<file path="config.mk">
export PLATFORM = sky130hd
export DESIGN_NAME = controlDecode
export DESIGN_NICKNAME = d
export VERILOG_FILES = /design/src/logic/armCorePkg.sv /design/src/logic/controlDecode.sv
export SDC_FILE = /design/constraint.sdc
export NUM_CORES = 1
export LEC_CHECK = 0
export BUFFER_PORTS_ARGS = -buffer_cell sky130_fd_sc_hd__buf_2
export CAP_MARGIN = 20
export CORE_UTILIZATION = 26
export DETAILED_ROUTE_END_ITERATION = 16
export GPL_TIMING_DRIVEN = 0
export MAX_ROUTING_LAYER = met4
export PLACE_DENSITY = 0.9
export SYNTH_ARGS = -nofsm -noshare
export SYNTH_HDL_FRONTEND = slang
export SYNTH_SLANG_ARGS = --single-unit
</file>
<file path="constraint.sdc">
create_clock -name vclk -period 2.25
set_input_delay 0.3375 -clock vclk [all_inputs]
set_output_delay 0.3375 -clock vclk [all_outputs]
set_load 0.01 [all_outputs]
</file>
<file path="src/logic/armCorePkg.sv">
`default_nettype none

package armCorePkg;

	// Datapath and instruction widths
	localparam int dataWidth = 64;
	localparam int instrWidth = 32;
	localparam int regAddrWidth = 5;
	localparam int flagWidth = 4;

	// 64 doublewords of data memory, byte addressed
	localparam int memWords = 64;
	localparam int memAddrWidth = $clog2(memWords * 8);

	// Depth of both stream buffers
	localparam int fifoDepth = 4;

	// Register forms, 11-bit opcodes in instr[31:21]
	localparam logic [10:0] opAdd = 11'b10001011000;
	localparam logic [10:0] opSub = 11'b11001011000;
	localparam logic [10:0] opAdds = 11'b10101011000;
	localparam logic [10:0] opSubs = 11'b11101011000;
	localparam logic [10:0] opAnd = 11'b10001010000;
	localparam logic [10:0] opOrr = 11'b10101010000;
	localparam logic [10:0] opEor = 11'b11001010000;

	// Memory forms, 11-bit opcodes in instr[31:21]
	localparam logic [10:0] opLdur = 11'b11111000010;
	localparam logic [10:0] opStur = 11'b11111000000;
	localparam logic [10:0] opLdurb = 11'b00111000010;
	localparam logic [10:0] opSturb = 11'b00111000000;

	// Immediate forms, 10-bit opcodes in instr[31:22]
	localparam logic [9:0] opAddi = 10'b1001000100;
	localparam logic [9:0] opSubi = 10'b1101000100;

	typedef enum logic [2:0] {
		aluPassB = 3'd0,
		aluAdd = 3'd1,
		aluSub = 3'd2,
		aluAnd = 3'd3,
		aluOrr = 3'd4,
		aluEor = 3'd5
	} aluOp;

	typedef enum logic {
		xferByte = 1'b0,
		xferDouble = 1'b1
	} xferSize;

	// One record per executed instruction, flags packed as {N, Z, V, C}
	typedef struct packed {
		logic [dataWidth-1:0] pc;
		logic [regAddrWidth-1:0] dest;
		logic writeEnable;
		logic [dataWidth-1:0] writeData;
		logic isStore;
		logic [memAddrWidth-1:0] storeAddr;
		logic [flagWidth-1:0] flags;
		logic illegal;
	} retireRec;

endpackage

`default_nettype wire

</file>
<file path="src/logic/controlDecode.sv">
`timescale 1ns/1ns
`default_nettype none

module controlDecode (
	input logic [armCorePkg::instrWidth-1:0] instr,
	output armCorePkg::aluOp aluOpSel,
	output logic useImm12,
	output logic useImm9,
	output logic regWrite,
	output logic memWrite,
	output logic memRead,
	output logic setFlags,
	output logic illegal,
	output armCorePkg::xferSize xfer,
	output logic [armCorePkg::regAddrWidth-1:0] rn,
	output logic [armCorePkg::regAddrWidth-1:0] rm,
	output logic [armCorePkg::regAddrWidth-1:0] rd
);
	import armCorePkg::*;

	logic [10:0] opcode11;
	logic [9:0] opcode10;

	assign opcode11 = instr[31:21];
	assign opcode10 = instr[31:22];

	// Fixed register fields
	assign rn = instr[9:5];
	assign rd = instr[4:0];
	// Second read port takes Rt for stores, like Reg2Loc
	assign rm = memWrite ? instr[4:0] : instr[20:16];

	always_comb begin
		// Defaults give a no-op with no writes
		aluOpSel = aluPassB;
		useImm12 = 1'b0;
		useImm9 = 1'b0;
		regWrite = 1'b0;
		memWrite = 1'b0;
		memRead = 1'b0;
		setFlags = 1'b0;
		illegal = 1'b0;
		xfer = xferDouble;
		// Register and memory forms first, then the immediate forms
		if (opcode11 == opAdd || opcode11 == opAdds) begin
			aluOpSel = aluAdd;
			regWrite = 1'b1;
			setFlags = (opcode11 == opAdds);
		end else if (opcode11 == opSub || opcode11 == opSubs) begin
			aluOpSel = aluSub;
			regWrite = 1'b1;
			setFlags = (opcode11 == opSubs);
		end else if (opcode11 == opAnd) begin
			aluOpSel = aluAnd;
			regWrite = 1'b1;
		end else if (opcode11 == opOrr) begin
			aluOpSel = aluOrr;
			regWrite = 1'b1;
		end else if (opcode11 == opEor) begin
			aluOpSel = aluEor;
			regWrite = 1'b1;
		end else if (opcode11 == opLdur || opcode11 == opLdurb) begin
			// Address is Rn plus imm9
			aluOpSel = aluAdd;
			useImm9 = 1'b1;
			regWrite = 1'b1;
			memRead = 1'b1;
			xfer = (opcode11 == opLdur) ? xferDouble : xferByte;
		end else if (opcode11 == opStur || opcode11 == opSturb) begin
			aluOpSel = aluAdd;
			useImm9 = 1'b1;
			memWrite = 1'b1;
			xfer = (opcode11 == opStur) ? xferDouble : xferByte;
		end else if (opcode10 == opAddi || opcode10 == opSubi) begin
			aluOpSel = (opcode10 == opAddi) ? aluAdd : aluSub;
			useImm12 = 1'b1;
			regWrite = 1'b1;
		end else begin
			illegal = 1'b1;
		end
	end

endmodule

`default_nettype wire

</file>
==> reports/qor.csv <==
metric,value,unit
synth_area,348,sq um
synth_top_area_share,21.6,%
synthTopCellsByArea,"buf_4, mux2_2, nand2b_1",
drv_slew,0,
critPathKind,primary input to primary output,
p_per_area,130,mW/mm^2
routabilityCongestion,0.761,
cp_data_required_time,1910,ps
peakVddDrop,0.0594,mV
power,95.0,uW
placed_area,596,sq um
rows,12,
finalSetupViolCount,13,
finalCriticalPeriod,2610,ps
yosysTopAreaCell,buf_4,
nets,130,
max_stage_delay,530,ps
synthTopCellsByCount,"buf_4, mux2_2, nand2b_1",
critPathSlowestCell,or4b_4,
seq_area,0,sq um
initial_utilization,29.7,%
core-area,0.00117,sq mm
synth_warnings,0,
port_buffers,46,
drive_gt1_share,77.1,%
setup_ws,-359,ps
min_period_over_period,116,%
end_kind,primary output,
power_leakage,0.000378,uW
wl_per_cell,13.3,um
maxCapViolations,0,
worst_slew_pin_slew,422,ps
design_area,733,sq um
fmax,0.383,GHz
globalRoute.totalOverflow,0,
finalSetupTns,-3430,ps
grtUsageTotal,18.1,%
grt_pass1_wl,1930,um
die_x,38.6,um
slew_headroom,71.8,%
cp_max_fo,6,
drtPass1Iterations,4,
status,"complete, but fails checks",
worst_setup_path_start_kind,primary input,
grt_pass1_vias,450,
synth.distinct_cells,27,
design.seq.count,0,
synthCells,45,
fill_cells,115,
area_delta_synth_final,111,%
die-area,0.00149,sq mm
hold_violations,0,
yosysMostFrequentCell,buf_4,
nClkBuffers,0,
crit_path_frequent_cell,buf_6,
violations,negative setup slack,
path_cells,buf_6 > or4b_4 > or4_4 > nor3_4 > buf_12 > mux2_4 > buf_6,
diodes,0,
ant_nets,0,
avgViaCountPerCell,5.08,
num_vias,559,
pre_cts_slack,-463,ps
drc,0,
placed_cells,105,
ios,58,
ys_seq_area_share,0,%
final-instance-count-excl-fill,110,
hold_class,primary input to primary output,
die_h,38.6,um
syn_nets,77,
grt_setup_unrepaired,yes,
grt_max_degree,8,
postSynthAreaPerCell,7.73,sq um
critPathArrivalTime,2270,ps
wl,1460,um
holdBufCountCts,0,
antenna_found_initial,0,
drt_iter0_drc,12,
-- where the power goes --
| part | leakage (uW) | switching, uW | internal (uW) |
|---|---|---|---|
| logic | 0.000378 | 41.2 | 53.8 |
| clock network | 0 | 0 | 0 |
| registers | 0 | 0 | 0 |
| total | 0.000378 | 41.2 | 53.8 |
-- stage by stage --
| stage | util [%] | hold WS [ps] |
|---|---|---|
| 2_1_floorplan | - | 715 |
| 3_3_place_gp | 50.9 | 859 |
| 3_5_place_dp | 50.9 | 860 |
| 4_1_cts | 60.3 | 860 |
| 5_1_grt | 62.6 | 863 |
| 6_report | 62.6 | 859 |
-- layer usage --
| layer | wire (um) | part of all wire [%] | vias up | GRT usage, % |
|---|---|---|---|---|
| li1 | - | - | 263 | - |
| met2 | 818 | 56 | 35 | 35.0 |
| met3 | 115 | 7.9 | 6 | 1.73 |
| met1 | 487 | 33 | 255 | 19.5 |
| met4 | 38 | 2.6 | 0 | 4.31 |
| met5 | 0 | 0 | - | - |
-- placed cells by master, fill, tap and decap left out --
master,n
buf_2,37
buf_4,13
buf_6,10
mux2_4,5
nand2b_1,3
a21oi_1,2
nor4_1,2
nor3_1,2
clkbuf_1,1
or4b_4,1
or4_2,1
o22ai_1,1
nand3_1,1
or2_4,1
or4_1,1
inv_1,1
or4_4,1
xor2_1,1
nor2_2,1
nand3b_1,1
nor3b_1,1
or3_1,1
nor3_4,1
a211oi_1,1
o2bb2ai_1,1
xnor2_1,1
or3_4,1
o22a_2,1
and2_1,1
buf_12,1
-- worst max-delay path: cells and delay by family --
kind / cells / cell delay, ps
muxes: 1 / 300
and+or+nand+nor: 3 / 1260
buffers and inverters: 3 / 360
-- cell families (layout without fill, tap and decap cells) --
logic type,Yosys count,count (layout),synth area share (%)
mux,5,5,16.2
xor+xnor,2,2,5.04
compound gates,6,6,12.2
buf+inv,12,63,23.7
simple gates,20,20,42.8
-- layout make-up --
type	instances	area, sq um	area share [%]
Multi-Input combinational cell	33	293	39.9
Tap cell	14	17.5	2.39
Buffer	11	78.8	10.8
Timing Repair Buffer	51	340	46.4
Inverter	1	3.75	0.512
-- final timing paths --
kind / start / end / slack, ps / depth (start not counted)
max: instr[26] / rm[0] / -360 / 7
min: instr[5] / rn[0] / 860 / 2
-- what timing repair did --
item,CTS,global route
gates resized for setup,14,4
endpoints found under the setup margin,12,13
buffers inserted,4,1
hold endpoints to repair,0,0
pin swaps,4,3
(Power assumes the default switching activity.)
