[src/logic/streamFifo.sv]
`timescale 1ns/1ns
`default_nettype none

module streamFifo #(
	parameter type payloadType = logic [31:0],
	parameter int depth = 4
) (
	input logic clk,
	input logic rst,
	input logic inValid,
	output logic inReady,
	input payloadType inData,
	output logic outValid,
	input logic outReady,
	output payloadType outData
);
	localparam int ptrWidth = (depth > 1) ? $clog2(depth) : 1;
	localparam int cntWidth = $clog2(depth + 1);

	payloadType store [depth];
	logic [ptrWidth-1:0] rdPtr, wrPtr;
	logic [cntWidth-1:0] count;
	logic push, pop;

	// Empty means no valid; full still takes a word if the head leaves
	assign outValid = (count != '0);
	assign inReady = (count != cntWidth'(depth)) || outReady;
	assign push = inValid && inReady;
	assign pop = outValid && outReady;
	assign outData = store[rdPtr];

	// Payload storage
	always_ff @(posedge clk) begin
		if (push)
			store[wrPtr] <= inData;
	end

	// Pointers wrap at depth, count tracks occupancy
	always_ff @(posedge clk) begin
		if (rst) begin
			rdPtr <= '0;
			wrPtr <= '0;
			count <= '0;
		end else begin
			if (push)
				wrPtr <= (wrPtr == ptrWidth'(depth - 1)) ? '0 : wrPtr + 1'b1;
			if (pop)
				rdPtr <= (rdPtr == ptrWidth'(depth - 1)) ? '0 : rdPtr + 1'b1;
			if (push && !pop)
				count <= count + 1'b1;
			else if (pop && !push)
				count <= count - 1'b1;
		end
	end

endmodule

`default_nettype wire
[config.mk]
export PLATFORM = sky130hd
export DESIGN_NAME = streamFifo
export DESIGN_NICKNAME = d
export VERILOG_FILES = /design/src/logic/streamFifo.sv
export SDC_FILE = /design/constraint.sdc
export NUM_CORES = 1
export LEC_CHECK = 0
export BUFFER_PORTS_ARGS = -buffer_cell sky130_fd_sc_hd__buf_2
export CORE_ASPECT_RATIO = 0.5
export CORE_MARGIN = 5
export CORE_UTILIZATION = 45
export CTS_CLUSTER_SIZE = 16
export DETAILED_ROUTE_END_ITERATION = 7
export GPL_TIMING_DRIVEN = 1
export HOLD_SLACK_MARGIN = 0.15
export PLACE_DENSITY_LB_ADDON = 0.2
export SYNTH_ARGS = -nofsm -noshare
export SYNTH_HDL_FRONTEND = slang
export SYNTH_SLANG_ARGS = --single-unit
[constraint.sdc]
create_clock -name clk -period 5.8 [get_ports clk]
set_input_delay 0.29 -clock clk [delete_from_list [all_inputs] [get_ports clk]]
set_output_delay 0.29 -clock clk [all_outputs]
set_load 0.1 [all_outputs]
==> results of run 1 <==
-- worst max-delay path, cell delays in order (launching register included) --
cell,delay [ps]
dfxtp_2,670
buf_4,450
mux4_2,570
buf_2,310
-- routing by layer --
layer,track usage,up-vias,part of all wire
li1,-,1125,-
met1,0.180,1281,0.44
met2,0.241,57,0.51
met3,0.0403,19,0.032
met4,0.0773,0,0.021
met5,0,-,0
-- power breakdown --
part / switching [mW] / internal [mW] / leakage [nW] / total (mW)
Clock: 0.385 / 0.623 / 0.263 / 1.01
Sequential: 0.0668 / 1.18 / 1.25 / 1.24
Combinational: 0.828 / 0.248 / 0.727 / 1.08
Total: 1.28 / 2.05 / 2.24 / 3.33
-- final cells by class --
class	instances	area share
flip-flops and latches	137	0.624
multi-input cells	66	0.156
repair buffers	102	0.104
clock buffers	17	0.0659
well taps	145	0.0281
clock inverters	13	0.0204
inverters	3	0.00175
-- synth_stat cells, types with 3 or more instances --
cell type	instances	area, um2
a21oi_1	3	15.0
and3_2	4	30.0
buf_2	4	20.0
dfxtp_1	9	180
edfxtp_1	128	3840
ha_1	6	75.1
inv_1	3	11.3
mux4_2	32	721
nor2_1	3	11.3
-- flip-flops by register name, indices dropped and copies added (netlist names), named ones only --
register	flops
rdPtr	2
store	128
wrPtr	2
count	3
-- metrics by stage --
stage	std cells	cell area (um2)	hold WS [ps]	setup WS, ps	power [mW]
after floorplan	215	5080	389	3560	2.16
after global placement	421	5580	487	3440	2.31
after detailed placement	421	5580	504	3380	2.33
after CTS	483	6450	159	2990	3.35
after global routing	483	6450	175	2860	3.45
final	483	6450	182	3080	3.33
-- what timing repair did --
| action | 4_1_cts | 5_1_grt |
|---|---|---|
| resized for setup | 0 | 0 |
| hold endpoints to repair | 128 | 0 |
| hold buffers | 32 | 0 |
| buffers inserted | 0 | 0 |
-- cells by family (layout without fill, tap and decap cells) --
family	after synthesis	after routing	synth area share
DFF	137	137	0.791
muxes	34	34	0.146
and+or+nand+nor	16	16	0.0202
buffers and inverters	12	135	0.0113
adders and majority gates	7	7	0.0187
AOI/OAI and AO/OA	7	7	0.00935
xor gates and xnor gates	2	2	0.00345
-- cells in the final DEF (no fill, tap or decap) --
master	n
mux4_2	32
o31ai_2	1
nand2_1	1
clkinv_2	5
o31ai_1	1
clkbuf_16	17
mux2i_1	2
ha_1	6
nor2_1	3
or3_1	2
or4b_4	1
nand3_1	2
buf_2	69
edfxtp_1	128
inv_1	3
dlygate4sd3_1	32
buf_4	1
fa_1	1
nor3_1	1
or3_2	1
dfxtp_2	2
a21oi_1	3
clkinvlp_4	5
o21ai_0	1
dfxtp_1	7
xor2_1	2
inv_6	1
and3_2	4
a21o_1	1
bufinv_16	2
and2_4	1
-- worst paths after layout --
kind / slack, ps / end / startpoint / cells past startpoint
setup / recovery: 3080 / outData[20] / flip-flop / 3
hold / removal: 180 / wrPtr[1] / rst / 2
setup reg to reg: 3380 / count[2] / count[0] / 7
hold reg to reg: 510 / flip-flop / rdPtr[0] / 2
==> impl_metrics.env, run 1 <==
export IMPL_syn_to_final_growth_pct=26.9
export IMPL_synth_edf_count=128
export IMPL_min_path_type="in2reg"
export IMPL_cts_max_level=4
export IMPL_syn_nets=258
export IMPL_first_pass_iters=4
export IMPL_ys_warn_count=0
export IMPL_initial_utilization=0.462
export IMPL_post_route_util=0.586
export IMPL_clkTransAtPathRegs_ps=50
export IMPL_pwr_density_cell_nw_per_um2=516
export IMPL_row_count=27
export IMPL_synth_ff_type="edfxtp_1"
export IMPL_routed_via_density=5.14
export IMPL_grt_usage=0.146
export IMPL_synth_cell_type_count=26
export IMPL_final_max_slew_viol_count=0
export IMPL_grt_pass1_wl_mm=14.7
export IMPL_seq_area_um2=4030
export IMPL_period_share=0.470
export IMPL_vias=2482
export IMPL_antenna_left=0
export IMPL_core_area_um2=11000
export IMPL_multi_input_area_um2=1000
export IMPL_drtIter0Drc=89
export IMPL_drive_gt1_frac=0.420
export IMPL_ioPinCount=70
export IMPL_gp_congestion=0.725
export IMPL_status="completed"
export IMPL_dp_hpwl_mm=5.44
export IMPL_post_drt_wl_per_cell_um=19.2
export IMPL_dieWidth_um=160
export IMPL_overflow=0
export IMPL_cts_tree="yes"
export IMPL_critPathMaxFanout=18
export IMPL_cts_buffers=17
export IMPL_finalHoldViolations=0
export IMPL_async_reset_ff_frac=0
export IMPL_max_freq_ghz=0.367
export IMPL_fill_cells=829
export IMPL_avgSynthCellArea_um2=23.7
export IMPL_n_antenna_cell=0
export IMPL_root_buffer="clkbuf_16"
export IMPL_grt_max_degree=33
export IMPL_yosysSeqAreaShare=0.791
export IMPL_clk_path_buf_depth=2
export IMPL_synth_area_um2=5080
export IMPL_ir_drop_mv=0.297
export IMPL_synth_seq_cells=137
export IMPL_routed_wl_mm=9.29
export IMPL_die_height_um=85.2
export IMPL_fin_skew_ps=4.87
export IMPL_period_needed_ps=2720
export IMPL_required_ps=5510
export IMPL_finish_net_count=370
export IMPL_insertion_delay_ps=400
export IMPL_drc=0
export IMPL_grt_pass1_vias=2766
export IMPL_rsz0062_at_grt="no"
export IMPL_endpoint_kind="output pin"
export IMPL_drv_cap=0
export IMPL_critical_path_class="reg2out"
export IMPL_start_kind="flip-flop"
export IMPL_p_leak_nw=2.24
export IMPL_relSlewSlack=0.397
export IMPL_postSynthCellCount=215
export IMPL_portBuffers=69
export IMPL_numClockSinks=137
export IMPL_dieArea_um2=13700
export IMPL_critPathArrivalTime_ps=2430
export IMPL_grt_antenna_before_repair=0
export IMPL_fin_setup_tns_ps=0
export IMPL_tightest_slew_ps=904
export IMPL_setup_viol=0
Power figures use the tool's default switching activity.
==> inputs of run 2 (changes only) <==
==> constraint.sdc (replaced) <==
create_clock -name clk -period 2.8 [get_ports clk]
set_input_delay 0.14 -clock clk [delete_from_list [all_inputs] [get_ports clk]]
set_output_delay 0.14 -clock clk [all_outputs]
set_load 0.1 [all_outputs]
==> run 2 against run 1 <==
Against the previous run: clock power up 95%; largest cell class unchanged; highest routed layer unchanged; die area stayed put; count of clock-buffer cells in the layout increased by 4; worst setup slack got worse by 2600 ps.
==> impl_metrics.env, run 2 (synthesized netlist as in run 1, its figures left out) <==
export IMPL_critPathMaxFanout=5
export IMPL_period_share=0.844
export IMPL_path_buf_inv=1
export IMPL_n_antenna_cell=0
export IMPL_first_pass_iters=4
export IMPL_grt_pass1_vias=2775
export IMPL_fin_setup_tns_ps=0
export IMPL_pwr_share_seq=0.374
export IMPL_multi_input_area_um2=1000
export IMPL_final_max_slew_viol_count=0
export IMPL_use_met2=0.235
export IMPL_tightest_slew_ps=872
export IMPL_drc=0
export IMPL_post_cts_buffers=0
export IMPL_busiest_layer="met2"
export IMPL_critPathArrivalTime_ps=2690
export IMPL_fill_cells=830
export IMPL_ioPinCount=70
export IMPL_root_buffer="clkbuf_16"
export IMPL_largest_reg_flops=128
export IMPL_grt_antenna_before_repair=0
export IMPL_final_common_cell="edfxtp_1"
export IMPL_row_count=27
export IMPL_p_leak_nw=2.26
export IMPL_use_met3=0.0422
export IMPL_crit_family="compound AO/OA/AOI/OAI gates"
export IMPL_syn_to_final_growth_pct=27.3
export IMPL_reg_top3="store x128, count x3"
export IMPL_numClockSinks=137
export IMPL_min_path_type="in2reg"
export IMPL_worst_path_max_delay_cell="o31ai_1"
export IMPL_fin_skew_ps=4.22
export IMPL_regMostFlops="store"
export IMPL_cts_hold_buffers_added=35
export IMPL_dieWidth_um=160
export IMPL_grt_usage=0.145
export IMPL_ir_drop_mv=0.493
export IMPL_slowest_delay_ps=520
export IMPL_drtIter0Drc=95
export IMPL_p_clk_frac=0.290
export IMPL_max_freq_ghz=0.423
export IMPL_relSlewSlack=0.419
export IMPL_endpoint_kind="flip-flop"
export IMPL_comb_power_share=0.336
export IMPL_cts_tree="yes"
export IMPL_finish_net_count=375
export IMPL_drive_gt1_frac=0.403
export IMPL_period_needed_ps=2360
export IMPL_insertion_delay_ps=400
export IMPL_finalHoldViolations=0
export IMPL_core_area_um2=11000
export IMPL_cts_max_level=4
export IMPL_portBuffers=69
export IMPL_vias=2480
export IMPL_dp_hpwl_mm=5.30
export IMPL_ctsResizeCount=0
export IMPL_start_kind="flip-flop"
export IMPL_seq_area_um2=4030
export IMPL_dieArea_um2=13700
export IMPL_routed_via_density=5.06
export IMPL_cts_buffers=17
export IMPL_post_drt_wl_per_cell_um=18.3
export IMPL_power_mw=6.79
export IMPL_gp_congestion=0.699
export IMPL_clkTransAtPathRegs_ps=50
export IMPL_drv_cap=0
export IMPL_overflow=0
export IMPL_grt_use_met1=0.180
export IMPL_grt_max_degree=33
export IMPL_critical_path_class="reg2reg"
export IMPL_p_sw_mw=2.62
export IMPL_antenna_left=0
export IMPL_pwr_density_cell_nw_per_um2=1050
export IMPL_p_int_mw=4.17
export IMPL_layout_common_cells="128 x edfxtp_1, 69 x buf_2, 35 x dlygate4sd3_1, 32 x mux4_2, 17 x clkbuf_16"
export IMPL_status="completed"
export IMPL_post_route_util=0.588
export IMPL_die_height_um=85.2
export IMPL_switching_share=0.385
export IMPL_crit_chain="o31ai_1 > ha_1 > inv_1 > fa_1 > xor2_1 > or3_1 > a21oi_1"
export IMPL_required_ps=3120
export IMPL_setup_viol=0
export IMPL_initial_utilization=0.462
export IMPL_grt_pass1_wl_mm=14.7
export IMPL_rsz0062_at_grt="no"
export IMPL_routed_wl_mm=8.96
export IMPL_clk_path_buf_depth=2
==> run 2: final timing paths <==
check	start	to	slack [ps]	depth (start not counted)
worst max-delay path	count[1]	count[2]	440	7
worst min-delay path	outReady	wrPtr[0]	200	4
worst max register to register	count[1]	count[2]	440	7
worst min register to register	rdPtr[0]	flip-flop	510	2
==> run 2: power by group through the flow <==
stage	Combinational [mW]	Sequential, mW	Clock, mW
2_1_floorplan	1.95	2.52	0
3_3_place_gp	2.24	2.57	0
3_5_place_dp	2.26	2.58	0
4_1_cts	2.31	2.54	2.01
5_1_grt	2.38	2.56	2.11
6_report	2.28	2.54	1.97
==> run 2: cell type report <==
| type | count | share of cell area |
|---|---|---|
| inverters | 3 | 0.00174 |
| multi-input cells | 66 | 0.155 |
| clock buffers | 21 | 0.0680 |
| clock inverters | 11 | 0.0126 |
| repair buffers | 107 | 0.113 |
| well taps | 145 | 0.0280 |
| flip-flops and latches | 137 | 0.622 |
==> run 2: metrics by stage <==
step | hold WS (ps) | worst slack [ps] | cell area (um2) | instances
4_1_cts | 173 | 446 | 6470 | 490
3_5_place_dp | 359 | 469 | 5600 | 423
5_1_grt | 199 | 331 | 6470 | 490
6_report | 200 | 437 | 6470 | 490
2_1_floorplan | 239 | 562 | 5080 | 215
3_3_place_gp | 349 | 628 | 5600 | 423
==> run 2: per-layer routing <==
metal	vias up	wire length [um]
met4	0	187
met5	-	0
met1	1272	3960
li1	1142	-
met2	50	4490
met3	16	316
==> run 2: worst register-to-register path: stages, from the launching register on <==
cell,delay [ps]
dfxtp_1,360
o31ai_1,520
ha_1,290
inv_1,60
fa_1,370
xor2_1,180
or3_1,300
a21oi_1,190
==> inputs of run 3 (changes only) <==
==> constraint.sdc (replaced) <==
create_clock -name clk -period 2.2 [get_ports clk]
set_input_delay 0.11 -clock clk [delete_from_list [all_inputs] [get_ports clk]]
set_output_delay 0.11 -clock clk [all_outputs]
set_load 0.1 [all_outputs]
==> run 3 against run 2 <==
Against the previous run: power up 29%; via count up 1.4%; critical path depth up 3; utilization up 1.1 points; non-clock buffer count up 6; final area up 1.9%; flip-flop and latch count unchanged; worst setup slack worse by 410 ps; highest routed layer unchanged.
==> impl_metrics.env, run 3 (synthesized netlist as in run 1, its figures left out) <==
export IMPL_status="completed"
export IMPL_gp_congestion=0.694
export IMPL_crit_chain="dlygate4sd3_1 > buf_2 > or4b_4 > and2_4 > ha_1 > inv_1 > fa_1 > xor2_1 > or3_1 > a21oi_2"
export IMPL_period_needed_ps=2180
export IMPL_tightest_slew_ps=868
export IMPL_reg_top3="store x128, count x3"
export IMPL_n_antenna_cell=0
export IMPL_critical_path_class="in2reg"
export IMPL_max_freq_ghz=0.460
export IMPL_initial_utilization=0.462
export IMPL_fin_skew_ps=7.63
export IMPL_portBuffers=69
export IMPL_routed_via_density=5.09
export IMPL_drc=0
export IMPL_root_buffer="clkbuf_16"
export IMPL_min_path_type="in2reg"
export IMPL_finalHoldViolations=0
export IMPL_first_pass_iters=4
export IMPL_dieArea_um2=13700
export IMPL_ioPinCount=70
export IMPL_routed_wl_mm=9.15
export IMPL_layout_common_cells="128 x edfxtp_1, 69 x buf_2, 36 x dlygate4sd3_1, 32 x mux4_2, 17 x clkbuf_16"
export IMPL_p_leak_nw=2.30
export IMPL_dieWidth_um=160
export IMPL_multi_input_area_um2=1010
export IMPL_drive_gt1_frac=0.430
export IMPL_fill_cells=815
export IMPL_start_kind="input port"
export IMPL_worst_path_max_delay_cell="or4b_4"
export IMPL_relSlewSlack=0.422
export IMPL_antenna_left=0
export IMPL_cts_buffers=17
export IMPL_drtIter0Drc=102
export IMPL_cts_tree="yes"
export IMPL_insertion_delay_ps=410
export IMPL_numClockSinks=137
export IMPL_critPathMaxFanout=2
export IMPL_syn_to_final_growth_pct=29.7
export IMPL_final_max_slew_viol_count=0
export IMPL_post_drt_wl_per_cell_um=18.5
export IMPL_ir_drop_mv=0.701
export IMPL_regMostFlops="store"
export IMPL_row_count=27
export IMPL_drv_cap=0
export IMPL_final_common_cell="edfxtp_1"
export IMPL_clkTransAtPathRegs_ps=60
export IMPL_period_share=0.989
export IMPL_endpoint_kind="flip-flop"
export IMPL_vias=2514
export IMPL_largest_reg_flops=128
export IMPL_seq_area_um2=4030
export IMPL_grt_usage=0.143
export IMPL_cts_max_level=4
export IMPL_required_ps=2540
export IMPL_power_mw=8.75
export IMPL_grt_pass1_vias=2677
export IMPL_grt_antenna_before_repair=0
export IMPL_slowest_delay_ps=540
export IMPL_critPathArrivalTime_ps=2510
export IMPL_layout_cells_non_filler=494
export IMPL_finish_net_count=381
export IMPL_pwr_density_cell_nw_per_um2=1330
export IMPL_clk_path_buf_depth=2
export IMPL_grt_max_degree=33
export IMPL_post_cts_buffers=0
export IMPL_setup_viol=0
export IMPL_die_height_um=85.2
export IMPL_grt_pass1_wl_mm=14.4
export IMPL_overflow=0
export IMPL_core_area_um2=11000
export IMPL_dp_hpwl_mm=5.53
export IMPL_numPlacedInstances=428
-- run 3: cell types whose count changed in the layout (fill, tap and decap cells not counted), sizes merged --
| cell | change |
|---|---|
| clkinv | -1 |
| clkbuf | -4 |
| dlygate4sd3 | +1 |
| inv | +2 |
| clkinvlp | +1 |
| buf | +5 |
-- run 3: area by class of cell --
type	count	area share
Sequential cell	137	0.611
Multi-Input combinational cell	66	0.153
Timing Repair Buffer	113	0.126
Clock buffer	17	0.0645
Tap cell	145	0.0275
Clock inverter	13	0.0161
Inverter	3	0.00171
-- run 3: through the flow --
step	hold WS (ps)	utilization	setup WS (ps)	TNS [ps]	cell area (um2)
after floorplan	209	-	4.68	0	5090
after global routing	447	0.599	-17.4	-17.4	6600
after global placement	320	0.517	173	0	5690
final	455	0.599	24.7	0	6600
after CTS	438	0.598	32.0	0	6580
after detailed placement	328	0.517	83.2	0	5690
-- run 3: worst paths after layout --
path | from | end | slack (ps) | cells past startpoint
worst min-delay path | inData[14] | store[0][14] | 460 | 2
worst max-delay path | outReady | count[2] | 20 | 10
worst max register to register | count[0] | count[2] | 50 | 8
worst min register to register | rdPtr[0] | flip-flop | 500 | 2
-- run 3: critical path, delay by kind of cell --
family | cells | cell delay, ps
simple gates | 3 | 1050
xor+xnor | 1 | 80
compound gates | 1 | 140
fa+ha+maj | 2 | 390
buf+inv | 3 | 740
-- run 3: timing repair --
item                                   CTS  global route
hold buffers                            36             0
setup endpoints to repair                0            15
gates resized for setup                  0             3
endpoints found under the hold margin  137             0
-- run 3: routing by layer --
| layer | vias to the layer above | global-route usage | wire length [um] |
|---|---|---|---|
| met5 | - | 0 | 0 |
| met4 | 0 | 0.0656 | 133 |
| met3 | 11 | 0.0442 | 359 |
| met2 | 54 | 0.232 | 4620 |
| met1 | 1293 | 0.179 | 4040 |
| li1 | 1156 | - | - |
-- run 3: report_power, final --
group / internal [mW] / switching [mW]
clock network: 1.53 / 0.999
registers: 3.10 / 0.120
logic: 0.737 / 2.26
total: 5.37 / 3.38
